[config.mk]
export PLATFORM = sky130hd
export DESIGN_NAME = seg_display_top
export DESIGN_NICKNAME = d
export VERILOG_FILES = /design/src/hdl/num_pkg.sv /design/src/hdl/disp_pkg.sv /design/src/hdl/bcd_frame_if.sv /design/src/hdl/seg_decoder.sv /design/src/hdl/bin_to_bcd.sv /design/src/hdl/digit_formatter.sv /design/src/hdl/scan_mux.sv /design/src/hdl/seg_display_top.sv
export SDC_FILE = /design/constraint.sdc
export NUM_CORES = 1
export LEC_CHECK = 0
export BUFFER_PORTS_ARGS = -buffer_cell sky130_fd_sc_hd__buf_2
export CORE_MARGIN = 2
export CORE_UTILIZATION = 30
export DETAILED_ROUTE_END_ITERATION = 8
export GPL_ROUTABILITY_DRIVEN = 0
export PLACE_DENSITY = 0.42
export SLEW_MARGIN = 30
export SYNTH_ARGS = -nofsm -noshare
export SYNTH_HDL_FRONTEND = slang
export SYNTH_SLANG_ARGS = --single-unit
[constraint.sdc]
create_clock -name dri_clk -period 4.3 [get_ports dri_clk]
set_input_delay 1.29 -clock dri_clk [delete_from_list [all_inputs] [get_ports dri_clk]]
set_output_delay 1.29 -clock dri_clk [all_outputs]
set_load 0.01 [all_outputs]
[src/hdl/num_pkg.sv]
// number-side definitions for the display path
// binary input width, digit count, saturation limit and bcd frame types
package num_pkg;

    localparam int VALUE_W    = 20;    // unsigned binary input width
    localparam int NUM_DIGITS = 6;     // digits on the display

    // largest value the six digits can show
    localparam logic [VALUE_W-1:0] VALUE_MAX = VALUE_W'(999999);

    // ------------------------------------------------------------------------
    // bcd types
    // ------------------------------------------------------------------------
    typedef logic [3:0] bcd_digit_t;

    // index 0 is the ones digit
    typedef bcd_digit_t [NUM_DIGITS-1:0] bcd_frame_t;

endpackage

[src/hdl/disp_pkg.sv]
// display-side definitions
// digit codes, active-low segment and select types, segment table
package disp_pkg;

    // ------------------------------------------------------------------------
    // display codes, 0..9 are plain digits
    // ------------------------------------------------------------------------
    typedef logic [3:0] disp_code_t;

    localparam disp_code_t CODE_BLANK = 4'd10;
    localparam disp_code_t CODE_MINUS = 4'd11;

    typedef disp_code_t [num_pkg::NUM_DIGITS-1:0] code_frame_t;   // 24 bits

    // ------------------------------------------------------------------------
    // segment side, everything active low
    // ------------------------------------------------------------------------
    typedef logic [7:0] seg_t;                          // {dp, g, f, e, d, c, b, a}
    typedef logic [num_pkg::NUM_DIGITS-1:0] sel_t;      // bit i low selects digit i

    localparam seg_t SEG_BLANK = 8'hFF;
    localparam seg_t SEG_MINUS = 8'hBF;                 // g only

    // digit patterns with the point off
    localparam seg_t SEG_DIGIT [10] = '{
        8'hC0,      // 0
        8'hF9,      // 1
        8'hA4,      // 2
        8'hB0,      // 3
        8'h99,      // 4
        8'h92,      // 5
        8'h82,      // 6
        8'hF8,      // 7
        8'h80,      // 8
        8'h90       // 9
    };

endpackage

[src/hdl/bcd_frame_if.sv]
// bcd frame link from the converter to the formatter
// valid/ready handshake, payload held stable until accepted
`timescale 1ns/100ps

interface bcd_frame_if;

    import num_pkg::*;

    logic                  valid;
    logic                  ready;
    bcd_frame_t            digits;     // [0] is the ones digit
    logic [NUM_DIGITS-1:0] point;      // point mask, bit i on digit i
    logic                  sign;       // show a minus sign

    // converter side
    modport src (
        output valid,
        output digits,
        output point,
        output sign,
        input  ready
    );

    // formatter side
    modport dst (
        input  valid,
        input  digits,
        input  point,
        input  sign,
        output ready
    );

endinterface

[src/hdl/seg_decoder.sv]
// seven-segment decoder
// display code and point bit to an active-low segment pattern
`timescale 1ns/100ps

module seg_decoder (
    input  disp_pkg::disp_code_t   code,
    input  logic                   point_on,
    output disp_pkg::seg_t         seg
);

    import disp_pkg::*;

    logic is_digit;

    assign is_digit = (code <= 4'd9);

    always_comb begin
        if (is_digit) begin
            // point only ever lit together with a digit
            seg = SEG_DIGIT[code] & {~point_on, 7'h7F};
        end else if (code == CODE_MINUS) begin
            seg = SEG_MINUS;
        end else begin
            seg = SEG_BLANK;                    // CODE_BLANK and unused codes
        end
    end

endmodule

[src/hdl/bin_to_bcd.sv]
// serial binary to bcd converter
// clamps the value to six digits, then runs one shift-and-add-3 step per clock
// and offers the digits with the captured point mask and sign
`timescale 1ns/100ps

module bin_to_bcd (
    input  logic                                dri_clk,
    input  logic                                rst_n,
    input  logic [num_pkg::VALUE_W-1:0]         value_data,
    input  logic [num_pkg::NUM_DIGITS-1:0]      value_point,
    input  logic                                value_sign,
    input  logic                                value_valid,
    output logic                                value_ready,
    bcd_frame_if.src                            frame
);

    import num_pkg::*;

    localparam int                STEP_W    = $clog2(VALUE_W);
    localparam logic [STEP_W-1:0] LAST_STEP = STEP_W'(VALUE_W - 1);

    typedef enum logic [1:0] {
        ST_IDLE,
        ST_CONV,
        ST_DONE
    } state_t;

    state_t                    state;
    logic [STEP_W-1:0]         step;
    logic [VALUE_W-1:0]        bin_sr;          // binary bits still to shift in
    bcd_frame_t                bcd_acc;
    logic [4*NUM_DIGITS-1:0]   bcd_adj;         // digits after the add-3 pass
    logic [VALUE_W-1:0]        value_clamped;
    logic [NUM_DIGITS-1:0]     point_q;
    logic                      sign_q;
    logic                      take;

    assign take          = value_valid && value_ready;
    assign value_clamped = (value_data > VALUE_MAX) ? VALUE_MAX : value_data;

    // add 3 to every digit of 5 or more before the shift
    always_comb begin
        for (int i = 0; i < NUM_DIGITS; i++) begin
            bcd_adj[4*i +: 4] = (bcd_acc[i] >= 4'd5) ? bcd_acc[i] + 4'd3 : bcd_acc[i];
        end
    end

    // ------------------------------------------------------------------------
    // control
    // ------------------------------------------------------------------------
    always_ff @(posedge dri_clk or negedge rst_n) begin
        if (!rst_n) begin
            state <= ST_IDLE;
            step  <= '0;
        end else begin
            case (state)
                ST_IDLE: begin
                    if (take) begin
                        state <= ST_CONV;
                        step  <= '0;
                    end
                end
                ST_CONV: begin
                    if (step == LAST_STEP) begin
                        state <= ST_DONE;       // last bit shifted in
                    end else begin
                        step <= step + 1'b1;
                    end
                end
                ST_DONE: begin
                    if (frame.ready) begin
                        state <= ST_IDLE;
                    end
                end
                default: state <= ST_IDLE;
            endcase
        end
    end

    // ------------------------------------------------------------------------
    // datapath
    // ------------------------------------------------------------------------
    always_ff @(posedge dri_clk) begin
        if (take) begin
            bin_sr  <= value_clamped;
            bcd_acc <= '0;
            point_q <= value_point;
            sign_q  <= value_sign;
        end else if (state == ST_CONV) begin
            bin_sr  <= {bin_sr[VALUE_W-2:0], 1'b0};
            bcd_acc <= {bcd_adj[4*NUM_DIGITS-2:0], bin_sr[VALUE_W-1]};
        end
    end

    assign value_ready  = (state == ST_IDLE);
    assign frame.valid  = (state == ST_DONE);
    assign frame.digits = bcd_acc;              // held while waiting for ready
    assign frame.point  = point_q;
    assign frame.sign   = sign_q;

endmodule

[src/hdl/digit_formatter.sv]
// digit formatter
// blanks leading zeros, places the minus sign and keeps one frame pending
// until the scan wraps, so the shown frame never changes mid-scan
`timescale 1ns/100ps

module digit_formatter (
    input  logic                             dri_clk,
    input  logic                             rst_n,
    bcd_frame_if.dst                         frame,
    input  logic                             frame_wrap,
    output disp_pkg::code_frame_t            codes,
    output logic [num_pkg::NUM_DIGITS-1:0]   point
);

    import num_pkg::*;
    import disp_pkg::*;

    logic [2:0]              top_pos;      // highest shown position
    code_frame_t             fmt_codes;
    code_frame_t             pend_codes;
    logic [NUM_DIGITS-1:0]   pend_point;
    logic                    pend_full;
    code_frame_t             disp_codes;
    logic [NUM_DIGITS-1:0]   disp_point;

    // ------------------------------------------------------------------------
    // formatting rule, applied as the frame enters
    // ------------------------------------------------------------------------
    always_comb begin
        top_pos = 3'd0;
        for (int p = 1; p < NUM_DIGITS; p++) begin
            if (frame.digits[p] != 4'd0 || frame.point[p]) begin
                top_pos = 3'(p);
            end
        end
    end

    always_comb begin
        for (int p = 0; p < NUM_DIGITS; p++) begin
            if (p <= int'(top_pos)) begin
                fmt_codes[p] = frame.digits[p];
            end else if (frame.sign && p == int'(top_pos) + 1) begin
                fmt_codes[p] = CODE_MINUS;
            end else begin
                fmt_codes[p] = CODE_BLANK;      // sign falls off when all six are used
            end
        end
    end

    // ------------------------------------------------------------------------
    // pending register and display buffer
    // ------------------------------------------------------------------------
    always_ff @(posedge dri_clk or negedge rst_n) begin
        if (!rst_n) begin
            pend_full  <= 1'b0;
            disp_codes <= {NUM_DIGITS{CODE_BLANK}};
            disp_point <= '0;
        end else if (frame.valid && frame.ready) begin
            pend_full <= 1'b1;
        end else if (frame_wrap && pend_full) begin
            pend_full  <= 1'b0;
            disp_codes <= pend_codes;           // swap at the frame boundary
            disp_point <= pend_point;
        end
    end

    always_ff @(posedge dri_clk) begin
        if (frame.valid && frame.ready) begin
            pend_codes <= fmt_codes;
            pend_point <= frame.point;
        end
    end

    assign frame.ready = !pend_full;
    assign codes       = disp_codes;
    assign point       = disp_point;

endmodule

[src/hdl/scan_mux.sv]
// scan multiplexer
// divides the clock into digit steps, walks digits 0..5 and drives
// registered active-low select and segment lines
`timescale 1ns/100ps

module scan_mux #(
    parameter int SCAN_DIV = 5000               // clocks per digit
) (
    input  logic                             dri_clk,
    input  logic                             rst_n,
    input  logic                             en,
    input  disp_pkg::code_frame_t            codes,
    input  logic [num_pkg::NUM_DIGITS-1:0]   point,
    output logic                             frame_wrap,
    output disp_pkg::sel_t                   sel,
    output disp_pkg::seg_t                   seg_led
);

    import num_pkg::*;
    import disp_pkg::*;

    localparam int               CNT_W    = (SCAN_DIV > 1) ? $clog2(SCAN_DIV) : 1;
    localparam logic [CNT_W-1:0] CNT_LAST = CNT_W'(SCAN_DIV - 1);
    localparam int               IDX_W    = $clog2(NUM_DIGITS);
    localparam logic [IDX_W-1:0] IDX_LAST = IDX_W'(NUM_DIGITS - 1);

    logic [CNT_W-1:0]  div_cnt;
    logic              tick;
    logic [IDX_W-1:0]  digit_idx;
    disp_code_t        cur_code;
    logic              cur_point;
    seg_t              cur_seg;

    // ------------------------------------------------------------------------
    // tick divider and digit counter
    // ------------------------------------------------------------------------
    assign tick       = (div_cnt == CNT_LAST);
    assign frame_wrap = tick && (digit_idx == IDX_LAST);   // back to digit 0

    always_ff @(posedge dri_clk or negedge rst_n) begin
        if (!rst_n) begin
            div_cnt   <= '0;
            digit_idx <= '0;
        end else if (tick) begin
            div_cnt   <= '0;
            digit_idx <= (digit_idx == IDX_LAST) ? '0 : digit_idx + 1'b1;
        end else begin
            div_cnt <= div_cnt + 1'b1;
        end
    end

    // ------------------------------------------------------------------------
    // digit select and decode
    // ------------------------------------------------------------------------
    assign cur_code  = codes[digit_idx];
    assign cur_point = point[digit_idx];

    seg_decoder u_seg_decoder (
        .code     (cur_code),
        .point_on (cur_point),
        .seg      (cur_seg)
    );

    // sel and seg_led registered together so they stay aligned
    always_ff @(posedge dri_clk or negedge rst_n) begin
        if (!rst_n) begin
            sel     <= '1;
            seg_led <= SEG_BLANK;
        end else if (en) begin
            sel     <= ~(sel_t'(1) << digit_idx);
            seg_led <= cur_seg;
        end else begin
            sel     <= '1;                      // all digits off
            seg_led <= SEG_BLANK;
        end
    end

endmodule

[src/hdl/seg_display_top.sv]
// six-digit seven-segment display driver
// binary value in over valid/ready, multiplexed active-low digits out
`timescale 1ns/100ps

module seg_display_top #(
    parameter int SCAN_DIV = 5000
) (
    input  logic                             dri_clk,
    input  logic                             rst_n,
    input  logic [num_pkg::VALUE_W-1:0]      value_data,
    input  logic [num_pkg::NUM_DIGITS-1:0]   value_point,
    input  logic                             value_sign,
    input  logic                             value_valid,
    output logic                             value_ready,
    input  logic                             en,
    output disp_pkg::sel_t                   sel,
    output disp_pkg::seg_t                   seg_led
);

    import num_pkg::*;
    import disp_pkg::*;

    code_frame_t             codes;
    logic [NUM_DIGITS-1:0]   point;
    logic                    frame_wrap;

    bcd_frame_if bcd_frame ();

    bin_to_bcd u_bin_to_bcd (
        .dri_clk     (dri_clk),
        .rst_n       (rst_n),
        .value_data  (value_data),
        .value_point (value_point),
        .value_sign  (value_sign),
        .value_valid (value_valid),
        .value_ready (value_ready),
        .frame       (bcd_frame.src)
    );

    digit_formatter u_digit_formatter (
        .dri_clk    (dri_clk),
        .rst_n      (rst_n),
        .frame      (bcd_frame.dst),
        .frame_wrap (frame_wrap),
        .codes      (codes),
        .point      (point)
    );

    scan_mux #(
        .SCAN_DIV (SCAN_DIV)
    ) u_scan_mux (
        .dri_clk    (dri_clk),
        .rst_n      (rst_n),
        .en         (en),
        .codes      (codes),
        .point      (point),
        .frame_wrap (frame_wrap),
        .sel        (sel),
        .seg_led    (seg_led)
    );

endmodule

==> impl_metrics.env <==
export IMPL_cp_num_buf_inv=0
export IMPL_stdcell_count=919
export IMPL_slowest_stage="dfrtp_1"
export IMPL_critPathCaptureType="register"
export IMPL_cts_setup_buffers=0
export IMPL_crit_path_start_kind="register"
export IMPL_synth_edf_count=57
export IMPL_crit_fanout=18
export IMPL_clockRootBuffer="clkbuf_16"
export IMPL_crit_required_ns=4.61
export IMPL_layout_drive_gt1_share_pct=19.1
export IMPL_finalPower_w=0.00451
export IMPL_p_leak_nw=3.22
export IMPL_p_per_area_nw_per_um2=580
export IMPL_regArea_um2=3930
export IMPL_syn_area_um2=6670
export IMPL_worstSetupPathDepth=6
export IMPL_hold_violations=0
export IMPL_setup_viol=0
export IMPL_multi_input_comb_area_um2=2530
export IMPL_dieArea_um2=23400
export IMPL_cts_resized=0
export IMPL_placeableCoreArea_um2=21800
export IMPL_placed_cell_area_um2=7160
export IMPL_r2r_start="u_scan_mux.digit_idx[0]"
export IMPL_grt_pass1_wl_mm=21.8
export IMPL_placed_cells=887
export IMPL_critPathLaunch="u_scan_mux.digit_idx[0]"
export IMPL_clockBufferDepth=2
export IMPL_cts_sinks=149
export IMPL_hpwl_mm=9.08
export IMPL_route_vias_total=4196
export IMPL_hold_depth=0
export IMPL_synth_seq_area_share_pct=58.9
export IMPL_drv_slew=0
export IMPL_hold_class="register to register"
export IMPL_post_route_drc_count=0
export IMPL_htreeDepth=4
export IMPL_rsz0062_at_grt="false"
export IMPL_postLayoutCellArea_um2=7770
export IMPL_tritoncts="yes"
export IMPL_ys_ff_latch=149
export IMPL_ys_flop_type="edfxtp_1"
export IMPL_ant_nets=0
export IMPL_ys_types=49
export IMPL_cts_buffers=17
export IMPL_fillers=2195
export IMPL_track_usage_pct=11.6
export IMPL_slowest_delay_ns=0.83
export IMPL_io_buffer_count=45
export IMPL_fmax_ghz=0.341
export IMPL_period_share_pct=68.1
export IMPL_cts_clk_slew_worst_paths_ns=0.06
export IMPL_cts_hold_repair_buffers=0
export IMPL_hold_ws_ns=0.433
export IMPL_start_util_pct=30.6
export IMPL_rows=54
export IMPL_critPathKind="register to register"
export IMPL_dr_pass1_iters=4
export IMPL_hold_start="u_bin_to_bcd.frame.point[0]"
export IMPL_final_nets=682
export IMPL_pin_count=46
export IMPL_dieWidth_um=153
export IMPL_die_h_um=153
export IMPL_critPathTopFamily="compound AO/OA/AOI/OAI gates"
export IMPL_synthArstFlopShare_pct=45.6
export IMPL_viasPerCell=4.57
export IMPL_fin_crit_ns=2.93
export IMPL_grt_max_degree=43
export IMPL_syn2layout_area_growth_pct=16.5
export IMPL_ys_warn_count=0
export IMPL_grt_overflow_total=0
export IMPL_irDropWorstVdd_mv=0.282
export IMPL_crit_chain="mux4_2 -> a21oi_1 -> ha_1 -> nor2_1 -> o21ai_0 -> o2111ai_1"
export IMPL_finClkSkew_ns=0.00678
export IMPL_n_antenna_cell=0
export IMPL_cp_arrival_ns=3.24
export IMPL_worst_r2r_path_depth=6
export IMPL_mostFrequentLayoutCell="nand2_1"
export IMPL_setup_tns_ns=0
export IMPL_drt_total_wl_mm=13.0
export IMPL_first_global_vias=4209
export IMPL_antenna_found_initial=0
export IMPL_synthCells=588
export IMPL_worstMarginPinSlew_ns=0.842
export IMPL_syn_avg_cell_area_um2=11.3
export IMPL_post_drt_wl_per_cell_um=14.1
export IMPL_clkLatencyLatePin_ns=0.42
export IMPL_status="completed"
export IMPL_final_cell_mix="nand2_1 (79), edfxtp_1 (57), nand3_1 (46), buf_2 (45), dfrtp_1 (42)"
export IMPL_relSlewSlack_pct=43.7
export IMPL_drtIter0Drc=226
export IMPL_synth_nets=644
export IMPL_maxCapViolCount=0
## path summary, 6_finish.rpt
check / end / slack, ns
worst max-delay path: u_scan_mux.seg_led[3] / 1.37
worst min register to register: u_digit_formatter.pend_point[0] / 0.43
worst min-delay path: u_digit_formatter.pend_point[0] / 0.43
min in group asynchronous: u_scan_mux.div_cnt[9] / 0.96
max in group asynchronous: u_scan_mux.sel[3] / 2.62
worst max register to register: u_scan_mux.seg_led[3] / 1.37
## power by group
group          internal, W  switching (W)
clock network     0.000935       0.000598
logic             0.000381       0.000597
registers          0.00181       0.000185
## layer usage
layer	global-route usage [%]	share of wire, %	up-vias
met5	0	0	-
met1	16.5	51	1965
met3	3.20	4.0	14
li1	-	-	2132
met2	17.0	43	85
met4	4.37	1.3	0
## final cells by class
class	instances	area share, %
inverters	19	0.918
clock buffers	18	5.65
well taps	280	4.51
repair buffers	51	3.64
flip-flops and latches	149	50.5
clock inverters	14	2.22
multi-input cells	388	32.5
## cell families after synthesis
| kind of cell | synth area share [%] |
|---|---|
| DFF | 58.9 |
| muxes | 7.71 |
| xor gates and xnor gates | 3.15 |
| AOI/OAI and AO/OA | 6.90 |
| and+or+nand+nor | 15.4 |
| buffers and inverters | 3.30 |
| adders and majority gates | 4.69 |
## through the flow
step	utilization (%)	worst slack [ns]
finish	35.6	1.37
detailed placement	32.8	1.30
floorplan	-	1.17
global placement	32.8	1.39
CTS	35.6	1.37
global route	35.6	1.11
## Yosys cell counts (all sizes together) (12+ instances only)
library cell | number | area, µm²
nand2b | 15 | 93.8
o21ai | 31 | 155
nand3 | 46 | 230
nor2 | 38 | 143
dfxtp | 24 | 480
ha | 25 | 313
inv | 18 | 67.6
clkbuf | 24 | 90.1
dfstp | 26 | 683
xor2 | 13 | 114
mux2 | 31 | 349
a21oi | 31 | 155
nand2 | 79 | 297
edfxtp | 57 | 1710
dfrtp | 42 | 1050
mux2i | 12 | 120
## flip-flops by register name (all words and copies together) (netlist names)
register and cells:
u_digit_formatter.pend_full 1, u_digit_formatter.pend_codes 24, u_digit_formatter.codes 24, u_scan_mux.div_cnt 13, u_bin_to_bcd.bin_sr 20, u_digit_formatter.pend_point 6, u_scan_mux.sel 6, u_bin_to_bcd.frame.digits 24
u_bin_to_bcd.step 5, u_bin_to_bcd.frame.point 6, u_scan_mux.digit_idx 3, u_bin_to_bcd.frame.sign 1, u_scan_mux.seg_led 8, u_bin_to_bcd.state 2, u_digit_formatter.point 6
(Power assumes the default switching activity.)
